`config.mk`:
```
export PLATFORM = sky130hd
export DESIGN_NAME = renameTop
export DESIGN_NICKNAME = d
export VERILOG_FILES = /design/src/renamePkg.sv /design/src/creditFifo.sv /design/src/renameStage.sv /design/src/renameTable.sv /design/src/renameTop.sv /design/src/tagFreeList.sv
export SDC_FILE = /design/constraint.sdc
export NUM_CORES = 2
export LEC_CHECK = 0
export BUFFER_PORTS_ARGS = -buffer_cell sky130_fd_sc_hd__buf_2
export CORE_ASPECT_RATIO = 1.1
export CORE_UTILIZATION = 60
export CTS_BUF_LIST = sky130_fd_sc_hd__clkbuf_4 sky130_fd_sc_hd__clkbuf_8
export CTS_CLUSTER_DIAMETER = 120
export CTS_CLUSTER_SIZE = 8
export DETAILED_ROUTE_END_ITERATION = 6
export PLACE_DENSITY = 0.74
export SYNTH_ARGS = -nofsm -noshare
export SYNTH_HDL_FRONTEND = slang
export SYNTH_SLANG_ARGS = --single-unit
```
`constraint.sdc`:
```
create_clock -name clk -period 20.6 [get_ports clk]
set_clock_uncertainty 0.05 [all_clocks]
set_input_delay 3.09 -clock clk [delete_from_list [all_inputs] [get_ports clk]]
set_output_delay 3.09 -clock clk [all_outputs]
set_load 0.05 [all_outputs]
```
`src/renamePkg.sv`:
```
`default_nettype none

package renamePkg;

    // Register file and tag space
    localparam int NUM_ARCH_REGS = 32;
    localparam int NUM_TAGS = 64;
    localparam int TAG_W = 6;
    localparam int REG_W = 5;

    // Buffer depths, also the initial credit counts of each producer
    localparam int IN_DEPTH = 4;
    localparam int OUT_DEPTH = 4;

    // Micro-op as it leaves the decoder
    typedef struct packed {
        logic [REG_W-1:0] rs0;
        logic [REG_W-1:0] rs1;
        logic [REG_W-1:0] rd;
        logic [7:0] opcode;
        logic [31:0] imm;
    } DecUop;

    // Micro-op after renaming
    typedef struct packed {
        logic [TAG_W-1:0] sqN;
        logic [TAG_W-1:0] tagA;
        logic [TAG_W-1:0] tagB;
        logic availA;
        logic availB;
        // Zero when nmDst is zero
        logic [TAG_W-1:0] tagDst;
        logic [REG_W-1:0] nmDst;
        logic [7:0] opcode;
        logic [31:0] imm;
    } RenUop;

    typedef struct packed {
        logic valid;
        logic [TAG_W-1:0] tag;
    } WbPort;

    typedef struct packed {
        logic valid;
        logic [REG_W-1:0] nmDst;
        logic [TAG_W-1:0] tagDst;
    } CommitPort;

    // sqN is the last surviving micro-op
    typedef struct packed {
        logic valid;
        logic [TAG_W-1:0] sqN;
    } FlushPort;

endpackage

`default_nettype wire

```
`src/creditFifo.sv`:
```
`timescale 1ns/10ps
`default_nettype none

module creditFifo #(
    parameter type T = logic [7:0],
    parameter int DEPTH = 4,
    // Set when the consumer's credit pulse is itself the pop request
    parameter bit CONSUMER_POP = 1'b0
) (
    input logic clk,
    input logic rst,
    input logic flush,
    input logic pushValid,
    input T pushData,
    output logic creditOut,
    output logic outValid,
    output T outData,
    input logic creditIn
);

    localparam int PTR_W = (DEPTH > 1) ? $clog2(DEPTH) : 1;
    localparam int CNT_W = $clog2(DEPTH + 1);

    T mem [DEPTH];
    logic [PTR_W-1:0] wrPtr;
    logic [PTR_W-1:0] rdPtr;
    logic [CNT_W-1:0] count;
    logic [CNT_W-1:0] credits;
    logic pop;

    function automatic logic [PTR_W-1:0] nextPtr(input logic [PTR_W-1:0] ptr);
        if (ptr == PTR_W'(DEPTH - 1)) begin
            return '0;
        end
        return ptr + 1'b1;
    endfunction

    assign outValid = (count != '0) && (credits != '0) && !flush;
    assign outData = mem[rdPtr];
    assign pop = outValid && (CONSUMER_POP ? creditIn : 1'b1);
    assign creditOut = pop;

    always_ff @(posedge clk) begin
        if (rst || flush) begin
            wrPtr <= '0;
            rdPtr <= '0;
            count <= '0;
            credits <= CNT_W'(DEPTH);
        end else begin
            if (pushValid) begin
                wrPtr <= nextPtr(wrPtr);
            end
            if (pop) begin
                rdPtr <= nextPtr(rdPtr);
            end
            count <= count + CNT_W'(pushValid) - CNT_W'(pop);
            credits <= credits + CNT_W'(creditIn) - CNT_W'(pop);
        end
    end

    always_ff @(posedge clk) begin
        if (pushValid) begin
            mem[wrPtr] <= pushData;
        end
    end

endmodule

`default_nettype wire

```
`src/renameStage.sv`:
```
`timescale 1ns/10ps
`default_nettype none

module renameStage (
    input logic clk,
    input logic rst,
    input logic inValid,
    input renamePkg::DecUop inUop,
    output logic pop,
    output logic outPush,
    output renamePkg::RenUop outUop,
    input logic outCredit,
    output logic [renamePkg::REG_W-1:0] lookupA,
    output logic [renamePkg::REG_W-1:0] lookupB,
    input logic [renamePkg::TAG_W-1:0] tagA,
    input logic [renamePkg::TAG_W-1:0] tagB,
    input logic availA,
    input logic availB,
    output logic [renamePkg::REG_W-1:0] allocReg,
    output logic allocValid,
    input logic [renamePkg::TAG_W-1:0] allocTag,
    input logic freeEmpty,
    input renamePkg::FlushPort flush
);

    import renamePkg::*;

    localparam int CRED_W = $clog2(OUT_DEPTH + 1);

    logic [CRED_W-1:0] credits;
    logic [TAG_W-1:0] nextSqN;
    logic hasDst;
    logic fire;

    assign hasDst = (inUop.rd != '0);

    // A micro-op without a destination does not need a free tag
    assign fire = inValid && (credits != '0) && (!freeEmpty || !hasDst) && !flush.valid;

    assign pop = fire;
    assign lookupA = inUop.rs0;
    assign lookupB = inUop.rs1;
    assign allocReg = inUop.rd;
    assign allocValid = fire && hasDst;

    // Credit is spent at fire, the push follows a cycle later
    always_ff @(posedge clk) begin
        if (rst) begin
            credits <= CRED_W'(OUT_DEPTH);
            nextSqN <= '0;
            outPush <= 1'b0;
        end else if (flush.valid) begin
            credits <= CRED_W'(OUT_DEPTH);
            nextSqN <= flush.sqN + 1'b1;
            outPush <= 1'b0;
        end else begin
            credits <= credits + CRED_W'(outCredit) - CRED_W'(fire);
            outPush <= fire;
            if (fire) begin
                nextSqN <= nextSqN + 1'b1;
            end
        end
    end

    always_ff @(posedge clk) begin
        if (fire) begin
            outUop.sqN <= nextSqN;
            outUop.tagA <= tagA;
            outUop.tagB <= tagB;
            outUop.availA <= availA;
            outUop.availB <= availB;
            outUop.tagDst <= hasDst ? allocTag : '0;
            outUop.nmDst <= inUop.rd;
            outUop.opcode <= inUop.opcode;
            outUop.imm <= inUop.imm;
        end
    end

endmodule

`default_nettype wire

```
`src/renameTable.sv`:
```
`timescale 1ns/10ps
`default_nettype none

module renameTable (
    input logic clk,
    input logic rst,
    input logic [renamePkg::REG_W-1:0] lookupA,
    input logic [renamePkg::REG_W-1:0] lookupB,
    input logic [renamePkg::REG_W-1:0] allocReg,
    input logic allocValid,
    input logic [renamePkg::TAG_W-1:0] allocTag,
    output logic [renamePkg::TAG_W-1:0] tagA,
    output logic [renamePkg::TAG_W-1:0] tagB,
    output logic availA,
    output logic availB,
    input renamePkg::WbPort wb,
    input renamePkg::CommitPort commit,
    output logic [renamePkg::TAG_W-1:0] prevTag,
    input renamePkg::FlushPort flush
);

    import renamePkg::*;

    logic [TAG_W-1:0] specMap [NUM_ARCH_REGS];
    logic [TAG_W-1:0] comMap [NUM_ARCH_REGS];
    logic [NUM_TAGS-1:0] ready;
    logic comWrite;

    assign comWrite = commit.valid && (commit.nmDst != '0);

    // r0 is hardwired to tag 0 and always available
    always_comb begin
        if (lookupA == '0) begin
            tagA = '0;
            availA = 1'b1;
        end else begin
            tagA = specMap[lookupA];
            availA = ready[tagA] || (wb.valid && (wb.tag == tagA));
        end
    end

    always_comb begin
        if (lookupB == '0) begin
            tagB = '0;
            availB = 1'b1;
        end else begin
            tagB = specMap[lookupB];
            availB = ready[tagB] || (wb.valid && (wb.tag == tagB));
        end
    end

    // Old committed mapping goes back to the free list
    assign prevTag = comMap[commit.nmDst];

    always_ff @(posedge clk) begin
        if (rst) begin
            for (int r = 0; r < NUM_ARCH_REGS; r++) begin
                specMap[r] <= TAG_W'(r);
                comMap[r] <= TAG_W'(r);
            end
        end else begin
            if (comWrite) begin
                comMap[commit.nmDst] <= commit.tagDst;
            end
            if (flush.valid) begin
                for (int r = 0; r < NUM_ARCH_REGS; r++) begin
                    specMap[r] <= comMap[r];
                end
                // Commit in the flush cycle still counts
                if (comWrite) begin
                    specMap[commit.nmDst] <= commit.tagDst;
                end
            end else if (allocValid) begin
                specMap[allocReg] <= allocTag;
            end
        end
    end

    always_ff @(posedge clk) begin
        if (rst) begin
            ready <= {{(NUM_TAGS - NUM_ARCH_REGS){1'b0}}, {NUM_ARCH_REGS{1'b1}}};
        end else begin
            if (wb.valid) begin
                ready[wb.tag] <= 1'b1;
            end
            if (allocValid) begin
                ready[allocTag] <= 1'b0;
            end
        end
    end

endmodule

`default_nettype wire

```
`src/renameTop.sv`:
```
`timescale 1ns/10ps
`default_nettype none

module renameTop (
    input logic clk,
    input logic rst,
    input logic decValid,
    input renamePkg::DecUop decUop,
    output logic decCredit,
    output logic renValid,
    output renamePkg::RenUop renUop,
    input logic dispCredit,
    input renamePkg::WbPort wb,
    input renamePkg::CommitPort commit,
    input renamePkg::FlushPort flush
);

    import renamePkg::*;

    logic inValid;
    DecUop inUop;
    logic stagePop;
    logic stagePush;
    RenUop stageUop;
    logic outCredit;
    logic [REG_W-1:0] lookupA;
    logic [REG_W-1:0] lookupB;
    logic [TAG_W-1:0] tagA;
    logic [TAG_W-1:0] tagB;
    logic availA;
    logic availB;
    logic [REG_W-1:0] allocReg;
    logic allocValid;
    logic [TAG_W-1:0] allocTag;
    logic freeEmpty;
    logic [TAG_W-1:0] prevTag;

    // Stage pop doubles as the input buffer's credit
    creditFifo #(.T(DecUop), .DEPTH(IN_DEPTH), .CONSUMER_POP(1'b1)) inBuf_i (
        .clk(clk), .rst(rst), .flush(flush.valid),
        .pushValid(decValid), .pushData(decUop), .creditOut(decCredit),
        .outValid(inValid), .outData(inUop), .creditIn(stagePop)
    );

    renameStage stage_i (
        .clk(clk), .rst(rst), .inValid(inValid), .inUop(inUop), .pop(stagePop),
        .outPush(stagePush), .outUop(stageUop), .outCredit(outCredit),
        .lookupA(lookupA), .lookupB(lookupB), .tagA(tagA), .tagB(tagB),
        .availA(availA), .availB(availB), .allocReg(allocReg),
        .allocValid(allocValid), .allocTag(allocTag), .freeEmpty(freeEmpty),
        .flush(flush)
    );

    renameTable table_i (
        .clk(clk), .rst(rst), .lookupA(lookupA), .lookupB(lookupB),
        .allocReg(allocReg), .allocValid(allocValid), .allocTag(allocTag),
        .tagA(tagA), .tagB(tagB), .availA(availA), .availB(availB),
        .wb(wb), .commit(commit), .prevTag(prevTag), .flush(flush)
    );

    tagFreeList freeList_i (
        .clk(clk), .rst(rst), .allocReq(allocValid), .allocTag(allocTag),
        .empty(freeEmpty), .commit(commit), .prevTag(prevTag), .flush(flush)
    );

    creditFifo #(.T(RenUop), .DEPTH(OUT_DEPTH), .CONSUMER_POP(1'b0)) outBuf_i (
        .clk(clk), .rst(rst), .flush(flush.valid),
        .pushValid(stagePush), .pushData(stageUop), .creditOut(outCredit),
        .outValid(renValid), .outData(renUop), .creditIn(dispCredit)
    );

endmodule

`default_nettype wire

```
`src/tagFreeList.sv`:
```
`timescale 1ns/10ps
`default_nettype none

module tagFreeList (
    input logic clk,
    input logic rst,
    input logic allocReq,
    output logic [renamePkg::TAG_W-1:0] allocTag,
    output logic empty,
    input renamePkg::CommitPort commit,
    input logic [renamePkg::TAG_W-1:0] prevTag,
    input renamePkg::FlushPort flush
);

    import renamePkg::*;

    logic [TAG_W-1:0] ring [NUM_TAGS];
    logic [TAG_W-1:0] specHead;
    logic [TAG_W-1:0] comHead;
    logic [TAG_W-1:0] tail;
    logic comAdvance;

    // Only commits that write a register recycle a tag
    assign comAdvance = commit.valid && (commit.nmDst != '0);

    // comHead to tail always spans 32 entries, so the ring never fills
    assign allocTag = ring[specHead];
    assign empty = (specHead == tail);

    always_ff @(posedge clk) begin
        if (rst) begin
            specHead <= '0;
            comHead <= '0;
            tail <= TAG_W'(NUM_ARCH_REGS);
        end else begin
            if (comAdvance) begin
                comHead <= comHead + 1'b1;
                tail <= tail + 1'b1;
            end
            if (flush.valid) begin
                specHead <= comAdvance ? comHead + 1'b1 : comHead;
            end else if (allocReq) begin
                specHead <= specHead + 1'b1;
            end
        end
    end

    // Initial contents are tags 32 to 63 from slot 0
    always_ff @(posedge clk) begin
        if (rst) begin
            for (int i = 0; i < NUM_TAGS; i++) begin
                ring[i] <= TAG_W'(NUM_ARCH_REGS + i);
            end
        end else if (comAdvance) begin
            ring[tail] <= prevTag;
        end
    end

endmodule

`default_nettype wire
```
# Word-level counts from Yosys, hierarchy flattened
# Memories as Yosys holds them, arrays and structs flattened. A register that Yosys moved wholly into a read port is not among the register bits.
# Index checks and enable logic that the tools add are counted.
op_classes:
  n_reduce_logical: 36
  eq_ne: 7
  magnitude_cmp: 6
  n_mux: 102
  n_addsub: 19
  n_bitwise: 35
op_table:
  columns: ["op", "count"]
  rows:
  - ["$mux 6", 43]
  - ["$mux 64", 3]
  - ["$and 64x64->64", 1]
  - ["$not 64->64", 1]
  - ["$or 64x64->64", 1]
  - ["$mux 1", 38]
  - ["$or 1x1->1", 32]
  - ["$add 6x1->6 const B", 5]
  - ["$lt 6x7->1 const B", 4]
  - ["$mux 2", 12]
  - ["$eq 6x6->1", 3]
  - ["$reduce_or 6->1", 3]
  - ["$add 3x1->3", 5]
  - ["$reduce_bool 3->1", 5]
  - ["$sub 3x1->3", 5]
  - ["$logic_and 1x1->1", 14]
  - ["$bmux 1 s6", 2]
  - ["$demux 1 s6", 2]
  - ["$ge 6x1->1 const B", 2]
  - ["$logic_not 5->1", 2]
  - ["$mux 5", 2]
  - ["$reduce_bool 5->1", 2]
  - ["$add 2x1->2 const B", 4]
  - ["$eq 2x2->1 const B", 4]
  - ["4 further kinds", 10]
totals:
  in_bits: 85
  memories: 5
  mem_bits_rw: 1272
  wordCells: 234
  reg_bits: 183
mem_list:
  columns: ["name", "words", "word_bits", "read_ports", "rd_clocked_by_memory_dff", "write_ports", "line_no", "rtl"]
  rows:
  - ["freeList_i.ring", 64, 6, 1, 1, 64, "tagFreeList.sv:17", "logic [TAG_W-1:0] ring [NUM_TAGS];"]
  - ["outBuf_i.mem", 4, 71, 1, 1, 1, "creditFifo.sv:24", "T mem [DEPTH];"]
  - ["inBuf_i.mem", 4, 55, 1, 1, 1, "creditFifo.sv:24", null]
  - ["table_i.comMap", 32, 6, 33, 0, 32, "renameTable.sv:25", "logic [TAG_W-1:0] comMap [NUM_ARCH_REGS];"]
  - ["table_i.specMap", 32, 6, 2, 0, 33, "renameTable.sv:24", "logic [TAG_W-1:0] specMap [NUM_ARCH_REGS];"]

# Depth between registers and ports, before layout
depth:
  ltp_word: 13
  depth_mapped: 17

# Cells and area by module
# From an unflattened synthesis, not the netlist that was laid out.
hier_totals:
  hier_cells: 4429
  hier_area_um2: 66857.9
modules_own_cells:
  columns: ["module", "n_inst", "seq_area_each_um2", "area_per_inst_um2", "cells_each"]
  rows:
  - ["renameTable", 1, 12812.3, 24915.1, 2114]
  - ["tagFreeList", 1, 12011.5, 19389.8, 1363]
  - ["creditFifo (outBuf_i)", 1, 8768.4, 10953.0, 434]
  - ["creditFifo (inBuf_i)", 1, 6846.6, 8635.8, 349]
  - ["renameStage", 1, 2332.2, 2964.1, 169]

# Least setup slack after synthesis
# OpenSTA, ideal clock, no wires.
synth_timing:
  path_kind: "input -> register"
  start: "input flush[6] (netlist bit)"
  end: "register stage_i.credits[2]"
  required_ps: 20424
  arrival_ps: 10773
  n_path_buf: 1
  path_stages: 11
  path_slack_ps: 9652
  cell_sequence: "clkbuf_1 nor4_1 a21boi_0 ha_1 inv_1 ha_1 inv_1 fa_1 xor2_1 xnor2_1 nand2_1"
synth_via:
  elab_chain_cells: 6
  word_cells_on_any_way: 9
  cone_classes: "add/sub (2); reduce/logical (7)"
synth_lines:
  columns: ["element", "line_no", "rtl"]
  rows:
  - ["start, declared", "renameTop.sv:15", "input renamePkg::FlushPort flush"]
  - ["$logic_not 1->1 (*)", "creditFifo.sv:38, renameStage.sv:38", null]
  - ["$logic_and 1x1->1", "creditFifo.sv:38", "assign outValid = (count != '0) && (credits != '0) && !flush;"]
  - ["$logic_and 1x1->1 (2 in series)", "renameStage.sv:38", "assign fire = inValid && (credits != '0) && (!freeEmpty || !hasDst) && !flush.valid;"]
  - ["$logic_and 1x1->1 (*)", "renameStage.sv:38", null]
  - ["via inBuf_i.creditIn", "creditFifo.sv:18", "input logic creditIn"]
  - ["$sub 3x1->3 (*)", "renameStage.sv:57", "credits <= credits + CRED_W'(outCredit) - CRED_W'(fire);"]
  - ["end signal, assigned", "renameStage.sv:49", "credits <= CRED_W'(OUT_DEPTH);"]
  - ["end signal, assigned", "renameStage.sv:53", "credits <= CRED_W'(OUT_DEPTH);"]
  - ["end signal, assigned", "renameStage.sv:57", null]
  - ["end, declared", "renameStage.sv:30", "logic [CRED_W-1:0] credits;"]
# Mark *: on every way through the listed nets, which the timed path passes. The rest lies on a longest branch.
# A chain may end at the register's enable or synchronous reset.

# Worst setup path after layout
layout_timing:
  start: "input flush[6] (netlist bit)"
  end: "output decCredit"
layout_via:
  elab_chain_cells: 6
layout_lines:
  columns: ["element", "line_no", "rtl"]
  rows:
  - ["$logic_not 1->1 (*)", "creditFifo.sv:38, renameStage.sv:38", null]
  - ["$logic_and 1x1->1", "creditFifo.sv:38", null]
  - ["$logic_and 1x1->1 (3 in series)", "renameStage.sv:38", null]
  - ["$logic_and 1x1->1 (*)", "creditFifo.sv:40", "assign pop = outValid && (CONSUMER_POP ? creditIn : 1'b1);"]
  - ["end, declared", "renameTop.sv:9", "output logic decCredit,"]
# Mark *: on every way between the ends. The rest lies on a longest branch, timed or not.

==> impl_metrics.ini <==
[global_routing]
grt_pass1_vias = 39300
track_usage = 0.302
grt_max_degree = 74
grt_pass1_wl_um = 248000
grt_overflow = 0
grt_antenna_before_repair = 5

[final_layout]
multi_input_area_um2 = 21400
nFillCells = 7459
fin_nets = 4774
drive_above_1_share = 0.192
area_growth_syn_to_layout_pct = 7.92
regArea_um2 = 42800
design_area_um2 = 70900

[synthesis]
ys_ff_latch = 1465
synth_warnings = 0
synth_cell_types = 75
yosys.area.top_type_share = 0.614
yosysTopAreaCell = edfxtp_1
synthTopCellsByArea = edfxtp_1 61%, mux4_2 11%, mux2i_1 4.7%
synthFlopType = edfxtp_1
synthesis.area_um2 = 65700
synth-seq-area-share = 0.651
synthArstFlopShare = 0
synth_edf_count = 1343
postSynthAreaPerCell_um2 = 14.4
syn_inst = 4564

[drt]
drcViolationCount = 0
wl_per_cell_um = 27.1
initialDrtViolationCount = 5227
wirelength_um = 166000
vias_per_cell = 6.55
first_pass_iters = 6
vias = 40200
final_antenna_net_count = 0

[critical_path]
cpMostUsedCell = buf_2
crit_path_max_incr_delay_ns = 0.62
critPathCaptureType = output port
crit_chain = buf_2 > nor4_1 > a21boi_2 > buf_4 > buf_2
path_max_fanout = 33
path_delay_family = buffers and inverters
worstPathArrival_ns = 4.93
worstPathRequired_ns = 17.46
cpMaxStageDelayCell = nor4_1
critPathBufInv = 3
cp-start-kind = input pin
path_class = in2out

[floorplan]
die_y_um = 349
die_x_um = 317
die_area_um2 = 111000
io_pins = 158
num_rows = 126
core_area_um2 = 108000
initial_core_util = 0.609

[timing]
hold_ws_ns = 0.416
setup_violations = 0
slew_viol_final = 0
max_freq_ghz = 0.124
min_period_ns = 8.07
min_period_over_period = 0.392
worstMarginPinSlew_ns = 1.29
hold_viol = 0
rsz0062_at_grt = false
setup_ws_ns = 12.53
max_slew_margin = 0.139
tns_ns = 0

[clock_tree]
insertion_delay_ns = 0.90
holdBufCountCts = 0
cts_max_path_buffers = 3
path_clk_slew_ns = 0.06
post_cts_buffers = 0
cts-resized-gates = 0
cts_sinks = 1465
cts_htree_levels = 4
cts_tree = built
clock-root-buffer = clkbuf_8
cts_inserted_buffers = 201

[place]
hpwl_um = 111000
post_dp_cell_area_um2 = 67500
port_buffers = 157
dp_worst_setup_slack_ns = 12.61
place_congestion = 1.00

[status]
status = finished, final reports clean

[pwr]
irDropWorstVdd_mv = 0.0590
power_leakage_nw = 23.1
power_density_nw_per_um2 = 86.6

[worst_hold_path]
hp-class = reg2reg

[job]
drv_cap = 0
## per-stage QoR
step | utilization | instances | power (W)
floorplan | - | 4571 | 0.00391
global placement | 0.626 | 5866 | 0.00414
detailed placement | 0.626 | 5866 | 0.00415
CTS | 0.657 | 6138 | 0.00614
global route | 0.657 | 6139 | 0.00631
finish | 0.657 | 6142 | 0.00614
## path summary, 6_finish.rpt
kind,slack [ns],from,cells past startpoint,to
worst min register to register,0.42,stage_i.nextSqN[5],0,stage_i.outUop[70]
worst max-delay path,12.53,flush[6],5,decCredit
worst min-delay path,0.42,stage_i.nextSqN[5],0,stage_i.outUop[70]
worst max register to register,13.88,flip-flop,13,stage_i.outUop[51]
## layout by cell type, fill, tap and decap left out, types with 6 or more instances in the layout
cell type  synthesis  layout
a22oi_1           47      47
nand2_1          464     464
mux2i_2            0       6
nor3_1            81      78
a21oi_1          107     106
dfxtp_1          122     115
clkbuf_4           0      56
or3_1             91      91
mux4_2           317     314
and3_1            11      11
nand4_1           18      18
a211oi_1          58      58
buf_4             11      80
xnor2_1           29      29
buf_2             43     155
nand2b_1          19      19
o211ai_1          12      12
a31oi_1            6       6
nor4_1             9       7
clkbuf_8           0     202
edfxtp_1        1343    1343
xor2_1            23      23
inv_1             38      38
mux2_2            19      19
o21ai_1           21      21
conb_1             1       8
nor2b_1           30      29
nor2_1           392     389
a21o_1            17      17
and2_1           151     143
or2_2              6       6
a32oi_1           13      13
o21ai_0          216     216
mux2i_1          307     301
nand3_1          137     137
ha_1              23      23
## where the power goes
group | total, W | internal (W) | switching (W)
clock network | 0.00203 | 0.000994 | 0.00103
logic | 0.000680 | 0.000221 | 0.000458
registers | 0.00343 | 0.00336 | 0.0000699
## sequential cells by signal, indices dropped and copies added, names as in the netlist, 2 cells and up, named ones only
register             count
freeList_i.comHead       6
freeList_i.ring        384
freeList_i.specHead      6
freeList_i.tail          6
inBuf_i.count            3
inBuf_i.credits          3
inBuf_i.mem            220
inBuf_i.rdPtr            2
inBuf_i.wrPtr            2
outBuf_i.count           3
outBuf_i.credits         3
outBuf_i.mem           284
outBuf_i.rdPtr           2
outBuf_i.wrPtr           2
stage_i.credits          3
stage_i.nextSqN          6
stage_i.outUop          71
table_i.comMap         192
table_i.ready           64
table_i.specMap        192
## cell usage after synthesis, drive strengths merged, types with 6 or more instances
library cell / n
dfxtp: 122
a32oi: 13
a211oi: 58
nand4: 18
mux2i: 307
nor2: 396
a22oi: 47
a21oi: 112
a31oi: 6
ha: 23
xnor2: 29
a21boi: 7
buf: 118
nor3: 82
nand2: 468
xor2: 23
mux4: 317
or3: 91
mux2: 19
a21o: 17
and4: 6
and3: 12
or2: 6
nor4: 9
and2: 152
nand3: 137
edfxtp: 1343
o21ai: 237
clkbuf: 230
inv: 41
nand2b: 19
nor2b: 30
o211ai: 12
## per-layer routing
metal	GRT usage	routed length (µm)	up-vias	part of all wire
met5	0	27	-	0.00016
met4	0.130	7270	4	0.044
met3	0.0595	16600	457	0.10
met2	0.492	79800	2288	0.48
met1	0.398	62600	20000	0.38
li1	-	-	17500	-
## worst register-to-register path, delay by kind of cell, from the launching register on
| family | cells | cell delay [ns] |
|---|---|---|
| muxes | 3 | 1.78 |
| buffers and inverters | 2 | 1.46 |
| DFF | 1 | 0.60 |
| and+or+nand+nor | 3 | 1.40 |
| AOI/OAI and AO/OA | 5 | 1.20 |
## area by class of cell
type                    instances  area share
clock inverters                14     0.00231
clock buffers                 258      0.0452
repair buffers                235      0.0194
well taps                    1408      0.0249
flip-flops and latches       1465       0.604
diodes                          4    0.000141
inverters                      41     0.00221
multi-input cells            2717       0.302
## cell families (layout without fill, tap and decap cells)
| group | after synthesis | count (layout) | synth area share |
|---|---|---|---|
| AOI/OAI and AO/OA | 543 | 543 | 0.0503 |
| xor gates and xnor gates | 52 | 52 | 0.00694 |
| adders and majority gates | 28 | 28 | 0.00591 |
| buffers and inverters | 389 | 548 | 0.0249 |
| DFF | 1465 | 1465 | 0.651 |
| muxes | 643 | 643 | 0.159 |
| other | 1 | 12 | 0.0000571 |
| and+or+nand+nor | 1443 | 1443 | 0.102 |
Note: power is estimated with default switching activity, not from simulation.
